**config.mk**
```make
export PLATFORM = sky130hd
export DESIGN_NAME = uart_cmd_bridge
export DESIGN_NICKNAME = d
export VERILOG_FILES = /design/src/design/uart_pkg.sv /design/src/design/uart_cmd_bridge.sv /design/src/design/uart_cmd_sequencer.sv /design/src/design/uart_rx_frame.sv /design/src/design/uart_tx_frame.sv
export SDC_FILE = /design/constraint.sdc
export NUM_CORES = 1
export LEC_CHECK = 0
export BUFFER_PORTS_ARGS = -buffer_cell sky130_fd_sc_hd__buf_2
export CAP_MARGIN = 0
export CORE_MARGIN = 2
export CORE_UTILIZATION = 60
export DETAILED_ROUTE_END_ITERATION = 8
export PLACE_DENSITY = 0.77
export SYNTH_ARGS = -nofsm -noshare
export SYNTH_HDL_FRONTEND = slang
export SYNTH_SLANG_ARGS = --single-unit
```
**constraint.sdc**
```tcl
create_clock -name clk -period 4.95 [get_ports clk]
set_input_delay 0.495 -clock clk [delete_from_list [all_inputs] [get_ports clk]]
set_output_delay 0.495 -clock clk [all_outputs]
set_load 0.03 [all_outputs]
```
**src/design/uart_pkg.sv**
```systemverilog
package uart_pkg;

  localparam int BIT_CYCLES   = 434;   // Clocks per serial bit
  localparam int GAP_BITS     = 16;    // Idle bits between the two write frames
  localparam int RX_WAIT_BITS = 64;    // Bit periods to wait for a response start bit

  localparam int BIT_CNT_W = $clog2(BIT_CYCLES);
  localparam int HALF_BIT  = BIT_CYCLES / 2;

  localparam int GAP_CYCLES = GAP_BITS * BIT_CYCLES;
  localparam int GAP_CNT_W  = $clog2(GAP_CYCLES);

  localparam int RX_WAIT_CYCLES = RX_WAIT_BITS * BIT_CYCLES;
  localparam int RX_WAIT_W      = $clog2(RX_WAIT_CYCLES);

  // Terminal counts, sized to their counters
  localparam logic [BIT_CNT_W-1:0] BIT_LAST     = BIT_CNT_W'(BIT_CYCLES - 1);
  localparam logic [BIT_CNT_W-1:0] HALF_LAST    = BIT_CNT_W'(HALF_BIT - 1);
  localparam logic [GAP_CNT_W-1:0] GAP_LAST     = GAP_CNT_W'(GAP_CYCLES - 1);
  localparam logic [RX_WAIT_W-1:0] RX_WAIT_LAST = RX_WAIT_W'(RX_WAIT_CYCLES - 1);

  // Host command, same layout as cmd_in[15:0]
  typedef struct packed {
    logic       write;
    logic [6:0] addr;
    logic [7:0] data;
  } uart_cmd_t;

  typedef struct packed {
    logic [7:0] data;
    logic       parity_err;
    logic       stop_err;
    logic       timeout;
  } rx_result_t;

endpackage

```
**src/design/uart_cmd_bridge.sv**
```systemverilog
module uart_cmd_bridge
  import uart_pkg::*;
(
  input  logic       clk,
  input  logic       rst_n,
  input  uart_cmd_t  cmd_in,
  input  logic       cmd_vld,
  output logic       cmd_rdy,
  input  logic       rx,
  output logic       tx,
  output logic       read_rdy,
  output logic [7:0] read_data,
  output logic       read_err
);

  logic       tx_req;
  logic       tx_ack;
  logic [7:0] tx_byte;
  logic       rx_req;
  logic       rx_ack;
  rx_result_t rx_result;

  uart_cmd_sequencer seq_i (
    .clk       (clk),
    .rst_n     (rst_n),
    .cmd_in    (cmd_in),
    .cmd_vld   (cmd_vld),
    .cmd_rdy   (cmd_rdy),
    .tx_req    (tx_req),
    .tx_byte   (tx_byte),
    .tx_ack    (tx_ack),
    .rx_req    (rx_req),
    .rx_ack    (rx_ack),
    .rx_result (rx_result),
    .read_rdy  (read_rdy),
    .read_data (read_data),
    .read_err  (read_err)
  );

  uart_tx_frame tx_i (
    .clk     (clk),
    .rst_n   (rst_n),
    .tx_req  (tx_req),
    .tx_byte (tx_byte),
    .tx_ack  (tx_ack),
    .tx      (tx)
  );

  uart_rx_frame rx_i (
    .clk       (clk),
    .rst_n     (rst_n),
    .rx        (rx),
    .rx_req    (rx_req),
    .rx_ack    (rx_ack),
    .rx_result (rx_result)
  );

endmodule

```
**src/design/uart_cmd_sequencer.sv**
```systemverilog
module uart_cmd_sequencer
  import uart_pkg::*;
(
  input  logic       clk,
  input  logic       rst_n,
  input  uart_cmd_t  cmd_in,
  input  logic       cmd_vld,
  output logic       cmd_rdy,
  output logic       tx_req,
  output logic [7:0] tx_byte,
  input  logic       tx_ack,
  output logic       rx_req,
  input  logic       rx_ack,
  input  rx_result_t rx_result,
  output logic       read_rdy,
  output logic [7:0] read_data,
  output logic       read_err
);

  typedef enum logic [2:0] {
    SEQ_IDLE,
    SEQ_CMD,
    SEQ_GAP,
    SEQ_DATA,
    SEQ_RX,
    SEQ_REPORT
  } seq_state_t;

  seq_state_t           state;
  uart_cmd_t            cmd_q;
  logic [GAP_CNT_W-1:0] gap_cnt;
  logic                 accept;
  logic                 rx_done;

  assign cmd_rdy = (state == SEQ_IDLE);
  assign accept  = cmd_rdy && cmd_vld;
  assign rx_done = (state == SEQ_RX) && rx_req && rx_ack;

  // Command byte first, data byte only in the second write frame
  assign tx_byte = (state == SEQ_DATA) ? cmd_q.data : {cmd_q.write, cmd_q.addr};

  always_ff @(posedge clk or negedge rst_n)
  begin
    if (!rst_n)
    begin
      state    <= SEQ_IDLE;
      gap_cnt  <= '0;
      tx_req   <= 1'b0;
      rx_req   <= 1'b0;
      read_rdy <= 1'b0;
      read_err <= 1'b0;
    end
    else
    begin
      case (state)
        SEQ_IDLE:
        begin
          if (accept)
          begin
            tx_req <= 1'b1;
            state  <= SEQ_CMD;
          end
        end
        SEQ_CMD:
        begin
          if (tx_ack)
            tx_req <= 1'b0;
          else if (!tx_req)
          begin
            if (cmd_q.write)
            begin
              gap_cnt <= '0;
              state   <= SEQ_GAP;
            end
            else
            begin
              rx_req <= 1'b1;   // Arm receiver for the response
              state  <= SEQ_RX;
            end
          end
        end
        SEQ_GAP:
        begin
          gap_cnt <= gap_cnt + 1'b1;
          if (gap_cnt == GAP_LAST)
          begin
            tx_req <= 1'b1;
            state  <= SEQ_DATA;
          end
        end
        SEQ_DATA:
        begin
          if (tx_ack)
            tx_req <= 1'b0;
          else if (!tx_req)
            state <= SEQ_IDLE;
        end
        SEQ_RX:
        begin
          if (rx_done)
          begin
            rx_req   <= 1'b0;
            read_err <= rx_result.parity_err | rx_result.stop_err | rx_result.timeout;
          end
          else if (!rx_req && !rx_ack)
          begin
            read_rdy <= 1'b1;
            state    <= SEQ_REPORT;
          end
        end
        default:
        begin
          read_rdy <= 1'b0;
          state    <= SEQ_IDLE;
        end
      endcase
    end
  end

  always_ff @(posedge clk)
  begin
    if (accept)
      cmd_q <= cmd_in;
    if (rx_done)
      read_data <= rx_result.data;
  end

endmodule

```
**src/design/uart_rx_frame.sv**
```systemverilog
module uart_rx_frame
  import uart_pkg::*;
(
  input  logic       clk,
  input  logic       rst_n,
  input  logic       rx,
  input  logic       rx_req,
  output logic       rx_ack,
  output rx_result_t rx_result
);

  typedef enum logic [2:0] {
    RX_IDLE,
    RX_HUNT,
    RX_START,
    RX_DATA,
    RX_ACK
  } rx_state_t;

  rx_state_t            state;
  logic                 rx_meta;
  logic                 rx_s;
  logic                 rx_d;
  logic [BIT_CNT_W-1:0] bit_cnt;
  logic [3:0]           bit_idx;   // 0..7 data, 8 parity, 9 stop
  logic [RX_WAIT_W-1:0] wait_cnt;
  logic [7:0]           data_sh;
  logic                 par_bit;
  logic                 fall;
  logic                 sample;
  logic                 timeout_hit;

  assign fall        = rx_d & ~rx_s;
  assign sample      = (state == RX_DATA) && (bit_cnt == BIT_LAST);
  assign timeout_hit = (state == RX_HUNT) && !fall && (wait_cnt == RX_WAIT_LAST);

  always_ff @(posedge clk or negedge rst_n)
  begin
    if (!rst_n)
    begin
      rx_meta  <= 1'b1;
      rx_s     <= 1'b1;
      rx_d     <= 1'b1;
      state    <= RX_IDLE;
      bit_cnt  <= '0;
      bit_idx  <= '0;
      wait_cnt <= '0;
      rx_ack   <= 1'b0;
    end
    else
    begin
      rx_meta <= rx;
      rx_s    <= rx_meta;
      rx_d    <= rx_s;
      case (state)
        RX_IDLE:
        begin
          if (rx_req)
          begin
            wait_cnt <= '0;
            state    <= RX_HUNT;
          end
        end
        RX_HUNT:
        begin
          wait_cnt <= wait_cnt + 1'b1;
          bit_cnt  <= '0;
          if (fall)
            state <= RX_START;
          else if (timeout_hit)
          begin
            rx_ack <= 1'b1;
            state  <= RX_ACK;
          end
        end
        RX_START:
        begin
          wait_cnt <= wait_cnt + 1'b1;
          bit_cnt  <= bit_cnt + 1'b1;
          if (bit_cnt == HALF_LAST)
          begin
            bit_cnt <= '0;
            bit_idx <= '0;
            state   <= rx_s ? RX_HUNT : RX_DATA;   // Glitch goes back to hunting
          end
        end
        RX_DATA:
        begin
          bit_cnt <= bit_cnt + 1'b1;
          if (sample)
          begin
            bit_cnt <= '0;
            bit_idx <= bit_idx + 4'd1;
            if (bit_idx == 4'd9)
            begin
              rx_ack <= 1'b1;   // Middle of stop bit
              state  <= RX_ACK;
            end
          end
        end
        default:
        begin
          if (!rx_req)
          begin
            rx_ack <= 1'b0;
            state  <= RX_IDLE;
          end
        end
      endcase
    end
  end

  always_ff @(posedge clk)
  begin
    if (sample)
    begin
      if (bit_idx < 4'd8)
        data_sh <= {rx_s, data_sh[7:1]};   // LSB first
      else if (bit_idx == 4'd8)
        par_bit <= rx_s;
      else
        rx_result <= '{data: data_sh, parity_err: ^data_sh ^ par_bit,
                       stop_err: ~rx_s, timeout: 1'b0};
    end
    else if (timeout_hit)
    begin
      rx_result <= '{data: 8'h00, parity_err: 1'b0, stop_err: 1'b0, timeout: 1'b1};
    end
  end

endmodule

```
**src/design/uart_tx_frame.sv**
```systemverilog
module uart_tx_frame
  import uart_pkg::*;
(
  input  logic       clk,
  input  logic       rst_n,
  input  logic       tx_req,
  input  logic [7:0] tx_byte,
  output logic       tx_ack,
  output logic       tx
);

  typedef enum logic [1:0] {
    TX_IDLE,
    TX_SEND,
    TX_DONE
  } tx_state_t;

  tx_state_t            state;
  logic [BIT_CNT_W-1:0] bit_cnt;
  logic [3:0]           bit_idx;   // 0 is start, 10 is stop
  logic [9:0]           shift_q;   // Remaining data, parity, stop
  logic                 start;
  logic                 bit_end;

  assign start   = (state == TX_IDLE) && tx_req;
  assign bit_end = (state == TX_SEND) && (bit_cnt == BIT_LAST);

  always_ff @(posedge clk or negedge rst_n)
  begin
    if (!rst_n)
    begin
      state   <= TX_IDLE;
      bit_cnt <= '0;
      bit_idx <= '0;
      tx      <= 1'b1;
      tx_ack  <= 1'b0;
    end
    else
    begin
      case (state)
        TX_IDLE:
        begin
          if (tx_req)
          begin
            tx      <= 1'b0;   // Start bit
            bit_cnt <= '0;
            bit_idx <= '0;
            state   <= TX_SEND;
          end
        end
        TX_SEND:
        begin
          if (bit_end)
          begin
            bit_cnt <= '0;
            if (bit_idx == 4'd10)
            begin
              tx_ack <= 1'b1;   // Stop bit finished
              state  <= TX_DONE;
            end
            else
            begin
              tx      <= shift_q[0];
              bit_idx <= bit_idx + 4'd1;
            end
          end
          else
          begin
            bit_cnt <= bit_cnt + 1'b1;
          end
        end
        default:
        begin
          if (!tx_req)
          begin
            tx_ack <= 1'b0;
            state  <= TX_IDLE;
          end
        end
      endcase
    end
  end

  always_ff @(posedge clk)
  begin
    if (start)
      shift_q <= {1'b1, ^tx_byte, tx_byte};   // Even parity
    else if (bit_end)
      shift_q <= {1'b1, shift_q[9:1]};
  end

endmodule

```
==> flow_metrics.tcl <==
set metrics [dict create \
    yosysWarnings 0 \
    antennaDiodeCount 0 \
    power_mw 2.170 \
    numPlacedInstances 702 \
    hold_buffers 0 \
    start_kind "flop" \
    grt_antenna_before_repair 0 \
    clock_skew_ns 0.009034 \
    grt_pass1_vias 4230 \
    grt_pass1_wl_um 20220 \
    min_period_ns 2.641 \
    synth-seq-cells 125 \
    hold_path_class "input pin to flop" \
    synth_top_area_share_pct 28.30 \
    final_hold_viol_count 0 \
    rsz0062_at_grt "no" \
    reg2reg_from "rx_i.bit_cnt[1]$_DFFE_PN0P_" \
    path_cells "inv_1, ha_1, nand4_1, nor4b_4, and3_1, inv_1, nor2_1" \
    initial_utilization_pct 61.81 \
    portBuffers 31 \
    fillerInstances 719 \
    io_pins 32 \
    track_usage_pct 23.55 \
    hpwl_um 7626 \
    cts_num_sinks 125 \
    crit_start "rx_i.bit_cnt[1]$_DFFE_PN0P_" \
    grt_max_degree 73 \
    fin_tns_setup_ns 0 \
    p_per_area_mw_per_mm2 320.0 \
    crit_top_cell "inv_1" \
    end_kind "flop" \
    nNetsFinal 620 \
    ys_types 63 \
    vias_per_cell 5.753 \
    worstHoldStart "rx" \
    htree_levels 4 \
    ir_worst_vdd_v 0.0004334 \
    max_slew_margin_pct 19.23 \
    cp_top_family "simple AND/OR/NAND/NOR gates" \
    routed_wl_um 11560 \
    final_cells 734 \
    synth_simple_gate_area_share_pct 18.06 \
    synth_cells 552 \
    critPathKind "flop to flop" \
    drtIter0Drc 299 \
    synthesis.nets 584 \
    clock_latency_ns 0.52 \
    worst_path_max_delay_cell "nor2_1" \
    synth_top_family_by_area "simple AND/OR/NAND/NOR gates" \
    clk_pin_slew_ns 0.06 \
    cp_max_fo 11 \
    synth_compound_area_share_pct 11.86 \
    status "completed" \
    seq_area_frac_synth_pct 56.51 \
    synth_xor_area_share_pct 6.263 \
    dpl_cell_area_mm2 0.006262 \
    design_area_mm2 0.006780 \
    num_rows 36 \
    core_area_mm2 0.009729 \
    cp.buffers_inverters 2 \
    drt-pass1-iter-count 5 \
    cts_tree "yes" \
    yosys.area.top_type "dfrtp_1" \
    synthMuxAreaShare_pct 1.665 \
    max_stage_delay_ns 0.52 \
    finalCritPeriodShare_pct 53.36 \
    leakage_nw 2.675 \
    dieArea_mm2 0.01084 \
    cts_resized 0 \
    gp_congestion 0.8688 \
    synth_ff_type "dfrtp_1" \
    worst-slew-pin-transition_ns 1.202 \
    drive_gt1_share_pct 13.81 \
    clock-root-buffer "clkbuf_8" \
    die_h_um 104.1 \
    slew_violations 0 \
    synthAdderAreaFrac_pct 2.497 \
    crit_required_ns 5.10 \
    synthTopCellsByArea "dfrtp_1 (28%), edfxtp_1 (26%), xnor2_1 (4.5%), nor2_1 (3.5%), o21ai_0 (3.2%)" \
    maxCapViolCount 0 \
    route.detailed.drc 0 \
    finalSetupViolations 0 \
    wire_per_inst_um 15.75 \
    drtAntennaViolNets 0 \
    utilization_pct 69.69 \
    avgSynthCellArea_um2 10.89 \
    max_freq_mhz 378.6 \
    syn_area_mm2 0.006013 \
    clockBufferDepth 2 \
    grt_remaining_overflow 0 \
    num_vias 4223 \
    syn2layout_area_growth_pct 12.75 \
    arrival_ns 2.79 \
    postSynth.asyncResetShare_pct 57.60 \
    synth-edff-count 53 \
    die_width_um 104.1 \
    numCtsBuffers 17 \
    postCtsSetupBuffers 0 \
]
[path summary, 6_finish.rpt]
kind	endpoint	slack [ns]	cells past startpoint
setup / recovery	rx_i.data_sh[2]$_DFFE_PP_	2.31	7
max in group asynchronous	rx_i.wait_cnt[8]$_DFFE_PN0P_	4.15	2
hold reg to reg	rx_i.rx_s$_DFF_PN1_	0.36	0
hold / removal	rx_i.rx_meta$_DFF_PN1_	0.07	1
min in group asynchronous	tx_i.bit_cnt[4]$_DFFE_PN0P_	0.20	2
setup reg to reg	rx_i.data_sh[2]$_DFFE_PP_	2.31	7
[worst reg2reg max path, delay by kind of cell (launching register included)]
| kind | cells | cell delay (ns) |
|---|---|---|
| adders and majority gates | 1 | 0.16 |
| buffers and inverters | 2 | 0.27 |
| DFF | 1 | 0.40 |
| and+or+nand+nor | 4 | 1.44 |
[kinds of logic after synthesis]
logic type | after synthesis
XOR/XNOR | 43
adder cells (fa/ha/maj) | 12
AND/OR/NAND/NOR | 207
buffers and inverters | 42
AO/OA/AOI/OAI | 113
flip-flops | 125
multiplexers | 10
[per-layer routing]
| metal | vias up | GRT usage (%) | wire length, um |
|---|---|---|---|
| met1 | 2053 | 30.51 | 5177 |
| met5 | - | 0 | 0 |
| met4 | 0 | 8.977 | 186 |
| met3 | 16 | 6.642 | 416 |
| li1 | 2063 | - | - |
| met2 | 91 | 37.97 | 5778 |
[where the power goes]
part / switching [mW] / leakage, nW / internal, mW
sequential: 0.000899 / 1.40 / 1.08
clock: 0.456 / 0.239 / 0.612
combinational: 0.0143 / 1.04 / 0.00618
total: 0.472 / 2.68 / 1.70
[through the flow]
step	worst slack (ns)	hold WS, ns
2_1_floorplan	2.130	0.1994
3_3_place_gp	2.485	0.3503
3_5_place_dp	2.325	0.3468
4_1_cts	2.307	0.04947
5_1_grt	2.001	0.04123
6_report	2.309	0.06818
[layout make-up]
class                   count  area (um^2)  area share (%)
clock buffers              18        417.9           6.164
clock inverters            14        100.1           1.476
inverters                  25        93.84           1.384
multi-input cells         385         2426           35.78
flip-flops and latches    125         3398           50.12
well taps                 133        166.4           2.454
repair buffers             34        177.7           2.620
[registers in the layout, indices dropped and copies added, names as in the netlist, 8 cells and up]
register	flops
seq_i.cmd_q	16
rx_i.wait_cnt	15
seq_i.gap_cnt	13
rx_i.rx_result	11
rx_i.bit_cnt	9
tx_i.bit_cnt	9
tx_i.shift_q	9
rx_i.data_sh	8
seq_i.read_data	8
[synth_stat cells (12+ instances only)]
| master | instances |
|---|---|
| a21oi_1 | 27 |
| and2_1 | 12 |
| dfrtp_1 | 68 |
| edfxtp_1 | 53 |
| ha_1 | 12 |
| inv_1 | 25 |
| nand2_1 | 45 |
| nand3_1 | 18 |
| nor2_1 | 56 |
| o21ai_0 | 38 |
| xnor2_1 | 31 |
| xor2_1 | 12 |
[cell usage in the layout (no fill, tap or decap), types with 11 or more instances in the layout]
cell type / n
dfrtp_1: 68
buf_2: 31
xor2_1: 12
o21ai_0: 38
nand2_1: 45
clkbuf_16: 16
a31oi_1: 11
nand3_1: 18
ha_1: 12
nor2_1: 56
edfxtp_1: 53
inv_1: 25
and2_1: 12
nand4_1: 11
a21oi_1: 27
xnor2_1: 31
Note: power is estimated with default switching activity, not from simulation.
